===== config.mk =====
export PLATFORM = sky130hd
export DESIGN_NAME = fir_top
export DESIGN_NICKNAME = d
export VERILOG_FILES = /design/src/fir_pkg.sv /design/src/sample_if.sv /design/src/axil_regs.sv /design/src/sample_history.sv /design/src/fir_mac.sv /design/src/fir_top.sv
export VERILOG_INCLUDE_DIRS = /design/src /design/src/src
export SDC_FILE = /design/constraint.sdc
export NUM_CORES = 2
export LEC_CHECK = 0
export BUFFER_PORTS_ARGS = -buffer_cell sky130_fd_sc_hd__buf_4
export CORE_MARGIN = 2
export CORE_UTILIZATION = 45
export DETAILED_ROUTE_END_ITERATION = 8
export PLACE_DENSITY = 0.59
export SYNTH_ARGS = -nofsm -noshare
export SYNTH_HDL_FRONTEND = slang
export SYNTH_HIERARCHICAL = 1
export SYNTH_SLANG_ARGS = --single-unit

===== constraint.sdc =====
create_clock -name axis_clk -period 19.6 [get_ports axis_clk]
set_input_delay 2.94 -clock axis_clk [delete_from_list [all_inputs] [get_ports axis_clk]]
set_output_delay 2.94 -clock axis_clk [all_outputs]
set_load 0.005 [all_outputs]

===== src/fir_config.svh =====
`ifndef FIR_CONFIG_SVH
`define FIR_CONFIG_SVH

`define FIR_DATA_W       32       // sample, coefficient and result width
`define FIR_ADDR_W       12       // AXI4-Lite address width
`define FIR_NUM_TAPS     11
`define FIR_TAP_IDX_W    4        // wide enough for a tap or history index

// register map
`define FIR_REG_CTRL     12'h000  // bit 0 ap_start, bit 1 ap_done, bit 2 ap_idle
`define FIR_REG_LEN      12'h010  // samples per run
`define FIR_REG_TAP_BASE 12'h080  // tap i at base + 4*i

`endif


===== src/fir_pkg.sv =====
`include "fir_config.svh"

package fir_pkg;

    // one sample, coefficient or result
    typedef logic signed [`FIR_DATA_W-1:0] data_t;

    // index into the taps or the sample history
    typedef logic [`FIR_TAP_IDX_W-1:0] tap_idx_t;

    typedef logic [`FIR_ADDR_W-1:0] axil_addr_t;

    // sample count of one run, same width as the LEN register
    typedef logic [`FIR_DATA_W-1:0] run_len_t;

endpackage


===== src/sample_if.sv =====
`include "fir_config.svh"

interface sample_if import fir_pkg::*; ();

    logic     job_valid;   // a stored sample waits for the MAC
    logic     job_last;    // that sample closes the run
    logic     job_ready;   // MAC is free
    tap_idx_t rd_idx;      // 0 is the newest sample of the job
    data_t    rd_sample;   // combinational from rd_idx

    modport history (
        output job_valid, job_last, rd_sample,
        input  job_ready, rd_idx
    );

    modport mac (
        input  job_valid, job_last, rd_sample,
        output job_ready, rd_idx
    );

endinterface


===== src/axil_regs.sv =====
`include "fir_config.svh"

module axil_regs import fir_pkg::*; (
    input  logic       axis_clk,
    input  logic       axis_rst_n,
    input  logic       awvalid,
    input  logic       wvalid,
    input  logic       bready,
    input  logic       arvalid,
    input  logic       rready,
    input  axil_addr_t awaddr,
    input  axil_addr_t araddr,
    input  data_t      wdata,
    output logic       awready,
    output logic       wready,
    output logic       bvalid,
    output logic       arready,
    output logic       rvalid,
    output logic [1:0] bresp,
    output logic [1:0] rresp,
    output data_t      rdata,
    input  tap_idx_t   coef_idx,
    output data_t      coef,
    output logic       run_start,
    output run_len_t   run_len,
    input  logic       run_done
);

    data_t      coef_mem [`FIR_NUM_TAPS];
    logic       ap_start;
    logic       ap_done;
    logic       ap_idle;
    logic       wr_hs;
    logic       rd_hs;
    logic       start_req;
    axil_addr_t wr_off;
    axil_addr_t rd_off;
    tap_idx_t   wr_tap;
    tap_idx_t   rd_tap;
    logic       wr_is_tap;
    logic       rd_is_tap;
    data_t      rd_word;

    assign wr_hs = awready && awvalid && wvalid;  // awready and wready move together
    assign rd_hs = arready && arvalid;

    // offsets below the tap base wrap to large values and fail the range test
    assign wr_off    = awaddr - `FIR_REG_TAP_BASE;
    assign rd_off    = araddr - `FIR_REG_TAP_BASE;
    assign wr_tap    = wr_off[`FIR_TAP_IDX_W+1:2];
    assign rd_tap    = rd_off[`FIR_TAP_IDX_W+1:2];
    assign wr_is_tap = wr_off < 4 * `FIR_NUM_TAPS;
    assign rd_is_tap = rd_off < 4 * `FIR_NUM_TAPS;

    assign start_req = wr_hs && (awaddr == `FIR_REG_CTRL) && wdata[0] && ap_idle;

    assign wready    = awready;
    assign bresp     = 2'b00;  // always OKAY
    assign rresp     = 2'b00;
    assign run_start = ap_start;  // ap_start lives for a single cycle
    assign coef      = (coef_idx < `FIR_NUM_TAPS) ? coef_mem[coef_idx] : '0;

    always_ff @(posedge axis_clk or negedge axis_rst_n) begin
        if (!axis_rst_n) begin
            awready <= 1'b0;
            bvalid  <= 1'b0;
            arready <= 1'b0;
            rvalid  <= 1'b0;
        end else begin
            awready <= awvalid && wvalid && !awready && !bvalid;
            arready <= arvalid && !arready && !rvalid;
            if (wr_hs) begin
                bvalid <= 1'b1;
            end else if (bready) begin
                bvalid <= 1'b0;
            end
            if (rd_hs) begin
                rvalid <= 1'b1;
            end else if (rready) begin
                rvalid <= 1'b0;
            end
        end
    end

    always_ff @(posedge axis_clk or negedge axis_rst_n) begin
        if (!axis_rst_n) begin
            ap_start <= 1'b0;
            ap_done  <= 1'b0;
            ap_idle  <= 1'b1;
            run_len  <= '0;
        end else begin
            ap_start <= 1'b0;
            if (start_req) begin
                ap_start <= 1'b1;
                ap_idle  <= 1'b0;
                ap_done  <= 1'b0;
            end else if (run_done) begin
                ap_done <= 1'b1;  // wins over a clearing read in the same cycle
                ap_idle <= 1'b1;
            end else if (rd_hs && (araddr == `FIR_REG_CTRL)) begin
                ap_done <= 1'b0;  // clear on read
            end
            if (wr_hs && (awaddr == `FIR_REG_LEN)) begin
                run_len <= wdata;
            end
        end
    end

    always_ff @(posedge axis_clk) begin
        if (wr_hs && wr_is_tap && ap_idle) begin
            coef_mem[wr_tap] <= wdata;  // taps are frozen during a run
        end
    end

    always_comb begin
        rd_word = '0;
        if (araddr == `FIR_REG_CTRL) begin
            rd_word = {{(`FIR_DATA_W-3){1'b0}}, ap_idle, ap_done, ap_start};
        end else if (araddr == `FIR_REG_LEN) begin
            rd_word = run_len;
        end else if (rd_is_tap) begin
            rd_word = coef_mem[rd_tap];
        end
    end

    always_ff @(posedge axis_clk) begin
        if (rd_hs) begin
            rdata <= rd_word;
        end
    end

    rdata_hold: assert property (@(posedge axis_clk) disable iff (!axis_rst_n)
        rvalid && !rready |=> rvalid && $stable(rdata));

endmodule


===== src/sample_history.sv =====
`include "fir_config.svh"

module sample_history import fir_pkg::*; (
    input  logic     axis_clk,
    input  logic     axis_rst_n,
    input  logic     ss_tvalid,
    input  data_t    ss_tdata,
    output logic     ss_tready,
    input  logic     run_start,
    input  run_len_t run_len,
    sample_if.history hist
);

    data_t    hist_mem [`FIR_NUM_TAPS];
    tap_idx_t wr_ptr;      // slot of the oldest sample, overwritten next
    tap_idx_t newest;
    tap_idx_t rd_base;     // newest sample of the job in the MAC
    tap_idx_t rd_pos;
    run_len_t sample_cnt;
    logic     run_active;
    logic     ss_hs;
    logic     job_hs;
    logic     is_last;

    assign ss_tready = run_active && !hist.job_valid;
    assign ss_hs     = ss_tvalid && ss_tready;
    assign job_hs    = hist.job_valid && hist.job_ready;
    assign is_last   = (sample_cnt + 1'b1) == run_len;
    assign newest    = (wr_ptr == '0) ? tap_idx_t'(`FIR_NUM_TAPS - 1) : wr_ptr - 1'b1;

    // walk back from the job's newest sample around the ring
    always_comb begin
        if (rd_base >= hist.rd_idx) begin
            rd_pos = rd_base - hist.rd_idx;
        end else begin
            rd_pos = rd_base + tap_idx_t'(`FIR_NUM_TAPS) - hist.rd_idx;
        end
    end

    // the MAC reads oldest first, so a new sample may take that slot during the job
    assign hist.rd_sample = hist_mem[rd_pos];

    always_ff @(posedge axis_clk or negedge axis_rst_n) begin
        if (!axis_rst_n) begin
            run_active     <= 1'b0;
            wr_ptr         <= '0;
            sample_cnt     <= '0;
            rd_base        <= '0;
            hist.job_valid <= 1'b0;
            hist.job_last  <= 1'b0;
        end else begin
            if (run_start) begin
                run_active <= 1'b1;
                wr_ptr     <= '0;
                sample_cnt <= '0;
            end else if (ss_hs) begin
                wr_ptr     <= (wr_ptr == `FIR_NUM_TAPS - 1) ? '0 : wr_ptr + 1'b1;
                sample_cnt <= sample_cnt + 1'b1;
                run_active <= !is_last;  // no more input after the last sample
            end
            if (ss_hs) begin
                hist.job_valid <= 1'b1;
                hist.job_last  <= is_last;
            end else if (job_hs) begin
                hist.job_valid <= 1'b0;
            end
            if (job_hs) begin
                rd_base <= newest;
            end
        end
    end

    always_ff @(posedge axis_clk) begin
        if (run_start) begin
            for (int i = 0; i < `FIR_NUM_TAPS; i++) begin
                hist_mem[i] <= '0;  // zero history before the first sample
            end
        end else if (ss_hs) begin
            hist_mem[wr_ptr] <= ss_tdata;
        end
    end

    job_hold: assert property (@(posedge axis_clk) disable iff (!axis_rst_n)
        hist.job_valid && !hist.job_ready |=> hist.job_valid && $stable(hist.job_last));

endmodule


===== src/fir_mac.sv =====
`include "fir_config.svh"

module fir_mac import fir_pkg::*; (
    input  logic     axis_clk,
    input  logic     axis_rst_n,
    sample_if.mac    hist,
    output tap_idx_t coef_idx,
    input  data_t    coef,
    input  logic     sm_tready,
    output logic     sm_tvalid,
    output logic     sm_tlast,
    output data_t    sm_tdata,
    output logic     run_done
);

    logic     busy;        // stepping through the taps
    tap_idx_t tap_idx;     // counts down from the oldest tap
    data_t    acc;
    data_t    prod;
    logic     acc_last;    // job_last of the job in the MAC
    logic     res_valid;   // finished sum waits for the buffer
    logic     buf_full;
    logic     buf_last;
    data_t    buf_data;
    logic     job_hs;
    logic     buf_load;
    logic     sm_hs;

    assign hist.job_ready = !busy && !res_valid;
    assign job_hs         = hist.job_valid && hist.job_ready;
    assign hist.rd_idx    = tap_idx;
    assign coef_idx       = tap_idx;  // coefficient and sample step together
    assign prod           = coef * hist.rd_sample;  // low 32 bits of the product

    assign buf_load  = res_valid && !buf_full;
    assign sm_hs     = buf_full && sm_tready;
    assign sm_tvalid = buf_full;
    assign sm_tdata  = buf_data;
    assign sm_tlast  = buf_full && buf_last;
    assign run_done  = sm_hs && buf_last;

    always_ff @(posedge axis_clk or negedge axis_rst_n) begin
        if (!axis_rst_n) begin
            busy      <= 1'b0;
            tap_idx   <= '0;
            res_valid <= 1'b0;
        end else begin
            if (job_hs) begin
                busy    <= 1'b1;
                tap_idx <= tap_idx_t'(`FIR_NUM_TAPS - 1);
            end else if (busy) begin
                if (tap_idx == '0) begin
                    busy      <= 1'b0;
                    res_valid <= 1'b1;
                end else begin
                    tap_idx <= tap_idx - 1'b1;
                end
            end
            if (buf_load) begin
                res_valid <= 1'b0;
            end
        end
    end

    always_ff @(posedge axis_clk) begin
        if (job_hs) begin
            acc      <= '0;
            acc_last <= hist.job_last;
        end else if (busy) begin
            acc <= acc + prod;  // wraps at 32 bits
        end
    end

    // one-entry output buffer, held against back-pressure
    always_ff @(posedge axis_clk or negedge axis_rst_n) begin
        if (!axis_rst_n) begin
            buf_full <= 1'b0;
            buf_last <= 1'b0;
        end else if (buf_load) begin
            buf_full <= 1'b1;
            buf_last <= acc_last;
        end else if (sm_hs) begin
            buf_full <= 1'b0;
        end
    end

    always_ff @(posedge axis_clk) begin
        if (buf_load) begin
            buf_data <= acc;
        end
    end

    sm_hold: assert property (@(posedge axis_clk) disable iff (!axis_rst_n)
        sm_tvalid && !sm_tready |=> sm_tvalid && $stable(sm_tdata) && $stable(sm_tlast));

endmodule


===== src/fir_top.sv =====
`include "fir_config.svh"

module fir_top import fir_pkg::*; (
    input  logic       axis_clk,
    input  logic       axis_rst_n,
    input  logic       awvalid,
    output logic       awready,
    input  axil_addr_t awaddr,
    input  logic       wvalid,
    output logic       wready,
    input  data_t      wdata,
    output logic       bvalid,
    input  logic       bready,
    output logic [1:0] bresp,
    input  logic       arvalid,
    output logic       arready,
    input  axil_addr_t araddr,
    output logic       rvalid,
    input  logic       rready,
    output data_t      rdata,
    output logic [1:0] rresp,
    input  logic       ss_tvalid,
    output logic       ss_tready,
    input  data_t      ss_tdata,
    output logic       sm_tvalid,
    input  logic       sm_tready,
    output data_t      sm_tdata,
    output logic       sm_tlast
);

    tap_idx_t coef_idx;
    data_t    coef;
    logic     run_start;
    run_len_t run_len;
    logic     run_done;

    sample_if hist_if ();  // sample history to MAC

    axil_regs regs0 (
        .axis_clk   (axis_clk),
        .axis_rst_n (axis_rst_n),
        .awvalid    (awvalid),
        .wvalid     (wvalid),
        .bready     (bready),
        .arvalid    (arvalid),
        .rready     (rready),
        .awaddr     (awaddr),
        .araddr     (araddr),
        .wdata      (wdata),
        .awready    (awready),
        .wready     (wready),
        .bvalid     (bvalid),
        .arready    (arready),
        .rvalid     (rvalid),
        .bresp      (bresp),
        .rresp      (rresp),
        .rdata      (rdata),
        .coef_idx   (coef_idx),
        .coef       (coef),
        .run_start  (run_start),
        .run_len    (run_len),
        .run_done   (run_done)
    );

    sample_history hist0 (
        .axis_clk   (axis_clk),
        .axis_rst_n (axis_rst_n),
        .ss_tvalid  (ss_tvalid),
        .ss_tdata   (ss_tdata),
        .ss_tready  (ss_tready),
        .run_start  (run_start),
        .run_len    (run_len),
        .hist       (hist_if.history)
    );

    fir_mac mac0 (
        .axis_clk   (axis_clk),
        .axis_rst_n (axis_rst_n),
        .hist       (hist_if.mac),
        .coef_idx   (coef_idx),
        .coef       (coef),
        .sm_tready  (sm_tready),
        .sm_tvalid  (sm_tvalid),
        .sm_tlast   (sm_tlast),
        .sm_tdata   (sm_tdata),
        .run_done   (run_done)
    );

endmodule


==> results.md <==
Global route:
- The first global-routing pass estimated around 280 mm of wire.
- The number of global-route vias before repair is roughly 44k.
- The global routing usage summed across all routing layers is about a quarter.
- The total congestion overflow after global routing is 0.
- The pin count of the biggest net entering global routing is 85.
- The initial antenna violation count is 7.

Synth:
- The share of the Yosys chip area taken by registers is between 40% and 50%.
- The number of warnings reported in the yosys synthesis log is 6.
- The commonest cells after synthesis are 897 x edfxtp_1, 646 x inv_1, 447 x nand2_1.
- The summed instance area of the synthesized netlist is 64,400 sq um.
- Yosys mapped the design onto a little under 100 distinct sky130hd cell types.
- The library cell with the largest summed area after synthesis is edfxtp_1.
- In this run, synthesis inferred between 800 and 900 flip-flops with an integrated enable.
- The cell count after synthesis is around 5.4k.
- Dividing the synthesized area by the synthesized cell count gives roughly 12 sq um.
- In this run the biggest area consumer among cell types represents between 40% and 50% of the synthesized area.
- By area the synthesized netlist is led by edfxtp_1 42%, fa_1 14%, mux4_2 4.3%.
- In this run, synthesis produced a sequential element count of around 1.1k.
- For this run, the leading register cell type out of synthesis is edfxtp_1.
- The share of flip-flops with an asynchronous set or reset after synthesis is under 10%.
- The most frequently used cell type in the post-synthesis netlist is edfxtp_1.

Final layout:
- The count of non-filler cells in the finished layout is roughly 7.4k.
- The area growth from synthesis to layout is 11.2%.
- Of the cells placed in the final design, the portion with a size suffix greater than 1 is between 10% and 20%.
- For this run, the post-layout net count is between 6k and 7k.
- Fill cells in the final layout number around 12k.

Timing:
- The worst clock skew is 0.0805 ns.
- The number of slew-limit violations in the final report is 0.
- Timing would allow up to roughly 0.078 GHz.
- The setup TNS is 0 ns.
- Subtracting the final worst setup slack from the clock period gives 12.75 ns.
- The final critical path takes up about two thirds of the cycle.
- The final number of setup-violating endpoints is 0.
- The relative slew slack is a little over an eighth.
- The final-layout worst hold slack is around 0.45 ns.
- At the pin with the least slew margin, the transition time is 1.30 ns.
- Setup repair after global routing left no endpoint under its margin.
- The final setup slack of the worst path is slightly below 7 ns.
- The final hold violation count was 0.

Critical path:
- The launch instance of the worst register-to-register path is mac0/coef_idx[1]$_DFFE_PN0P_.
- The worst register-to-register path has a depth of 36.
- The critical path is of the flop to flop type.
- The launch point of the critical path is mac0/coef_idx[1]$_DFFE_PN0P_.
- The setup check on the worst reg-to-reg path leaves a slack of about 6.8 ns.
- The critical path ends at mac0/acc[31]$_SDFFE_PP0P_.
- The largest individual stage delay along the critical path comes from the cell fa_1.
- Of all nets on the critical path, the largest fanout is 60.
- The critical path startpoint category is a flop.
- The critical path data required time is between 20 and 25 ns.
- The cell repeated most along the worst path is fa_1.
- Data arrives at the worst endpoint at 13.35 ns.
- The worst setup path is captured at a flop.
- The maximum single-stage delay on the critical path is just under 1 ns.
- The worst register-to-register path ends at mac0/acc[31]$_SDFFE_PP0P_.

Die:
- The floorplan step set the die width to ~380 um.
- The floorplan step defined a core boundary enclosing about 140,000 sq um.
- The top-level port count is 173.
- From bottom edge to top edge, the die measures 382 um.
- The die area is 146,000 sq um.
- The initial standard-cell utilization of the core is between 40% and 50%.
- After floorplanning, the core was divided into around 140 placement rows.

Clocking:
- The depth of the CTS H-tree is 3.
- The clock passes through at most 3 buffers.
- CTS saw about 1.1k sinks.
- The number of clock buffers inserted by TritonCTS is between 100 and 150.
- The insertion delay of the later-clocked pin in the worst-skew pair is 0.79 ns.
- Post-CTS timing repair inserted 0 buffers for setup.
- The TritonCTS clock tree is built.
- Once the clock tree was built, the resizer swapped 0 gates to a different size.
- The number of hold buffers added after cts is 0.
- The clock tree root buffer cell is clkbuf_16.
- The clock-pin slew on the worst setup and hold paths is approximately 0.06 ns.

Routing:
- The wire length per cell is approximately 25 um.
- The post-detailed-routing wire length is ~190 mm.
- The detail route stage leaves a number of antenna-violating nets equal to 0.
- The post-detailed-route DRC marker count is 0.
- The number of iterations in the first detailed-routing pass is 6.
- The routed layout has around 43k vias.
- The average via count per standard cell is between 5 and 6.
- The count of routing violations after the opening detailed-route iteration is 3,701.

Placement:
- The worst slack at placement is ~7 ns.
- Port buffering added around 170 buffers.
- The post-DP HPWL is around 120 mm.
- The congestion estimate from routability-driven global placement came to approximately 0.92.
- The number of placed instances, taps included is around 7.2k.

Hold path:
- The class of the worst hold path is flop to flop.

Run:
- The number of violations of the max-capacitance limit is 0.

Outcome:
- The flow ran to the end, and the final reports show no timing, DRC or antenna violations.
cells by family (layout without fill, tap and decap cells):
logic type / Yosys count / count (layout) / share of synthesized area [%]
XOR/XNOR: 160 / 160 / 2.18
other: 1 / 6 / 0.00583
flip-flops: 1051 / 1051 / 47.3
AND/OR/NAND/NOR: 1524 / 1524 / 11.7
AO/OA/AOI/OAI: 715 / 715 / 7.90
buffers and inverters: 1005 / 1144 / 6.32
adder cells (fa/ha/maj): 610 / 610 / 17.0
multiplexers: 322 / 322 / 7.53
cell usage in the layout, fill, tap and decap left out, types with 16 or more instances in the layout:
cell	netlist	routed
a2111oi_0	82	82
a21oi_1	95	94
a22o_1	17	17
a22oi_1	16	16
and2_1	332	331
and3_1	125	125
buf_4	30	283
clkbuf_1	253	25
clkbuf_16	0	113
clkinv_2	0	19
dfrtp_1	89	84
dfxtp_1	64	64
edfxtp_1	897	897
fa_1	441	441
ha_1	168	167
inv_1	646	645
mux2_2	58	58
mux2i_1	134	132
mux4_2	123	123
nand2_1	447	446
nand2b_1	37	36
nand3_1	30	29
nand4_1	18	18
nor2_1	358	344
nor3_1	41	35
nor4_1	40	39
o211ai_1	20	20
o21ai_0	116	116
o21ai_1	19	18
o221ai_1	19	19
o221ai_2	19	19
o22ai_1	170	154
or3_1	35	35
xnor2_1	106	106
xor2_1	54	54
final cells by class:
cell class | count | area (sq um) | share of cell area (%)
clock inverter | 65 | 861 | 1.20
inverter | 646 | 2420 | 3.39
multi-input combinational | 3335 | 30200 | 42.2
timing repair buffer | 284 | 2140 | 2.98
sequential | 1051 | 30500 | 42.6
antenna | 2 | 5.00 | 0.00699
tap | 1890 | 2360 | 3.30
clock buffer | 149 | 3070 | 4.29
how the worst min path moves through the flow:
stage / from / endpoint / slack, ns / cells after the start
finish: hist0/hist.job_last$_DFFE_PN0P_ / mac0/acc_last$_DFFE_PP_ / 0.45 / 0
global route: hist0/hist.job_last$_DFFE_PN0P_ / mac0/acc_last$_DFFE_PP_ / 0.46 / 0
CTS: hist0/hist.job_last$_DFFE_PN0P_ / mac0/acc_last$_DFFE_PP_ / 0.46 / 0
detailed placement: hist0/hist.job_last$_DFFE_PN0P_ / mac0/acc_last$_DFFE_PP_ / 0.44 / 0
global placement: hist0/hist.job_last$_DFFE_PN0P_ / mac0/acc_last$_DFFE_PP_ / 0.43 / 0
floorplan: hist0/hist.job_last$_DFFE_PN0P_ / mac0/acc_last$_DFFE_PP_ / 0.42 / 0
flip-flops by register name, indices dropped and copies added, names as in the netlist, 4 cells and up:
register / flops
hist0/wr_ptr: 4
mac0/acc: 32
regs0/rdata: 32
hist0/hist_mem: 512
mac0/coef_idx: 4
hist0/rd_base: 4
mac0/sm_tdata: 32
regs0/run_len: 32
hist0/sample_cnt: 32
regs0/coef_mem: 352
stage by stage:
step | area [sq um] | utilization (%)
6_report | 71600 | 50.5
3_5_place_dp | 67600 | 47.7
4_1_cts | 71600 | 50.5
3_3_place_gp | 67600 | 47.7
2_1_floorplan | 64400 | -
5_1_grt | 71600 | 50.5
critical path, delay by kind of cell, from the launching register on:
| kind | cells | cell delay (ns) |
|---|---|---|
| AO/OA/AOI/OAI | 10 | 2.50 |
| adder cells (fa/ha/maj) | 12 | 5.92 |
| AND/OR/NAND/NOR | 3 | 1.25 |
| buffers and inverters | 10 | 1.78 |
| XOR/XNOR | 1 | 0.09 |
| flip-flops | 1 | 0.91 |
layer usage:
metal / routed length, um / part of all wire [%] / global-route usage (%) / up-vias
li1: - / - / - / 18900
met5: 68 / 0.037 / 0 / -
met1: 79800 / 43 / 35.6 / 22300
met2: 89600 / 48 / 42.1 / 1606
met4: 4900 / 2.6 / 6.82 / 10
met3: 11700 / 6.3 / 3.50 / 279
Power is not shown: default switching activity piles up to over one toggle a cycle in this logic, so the estimate is an artifact.
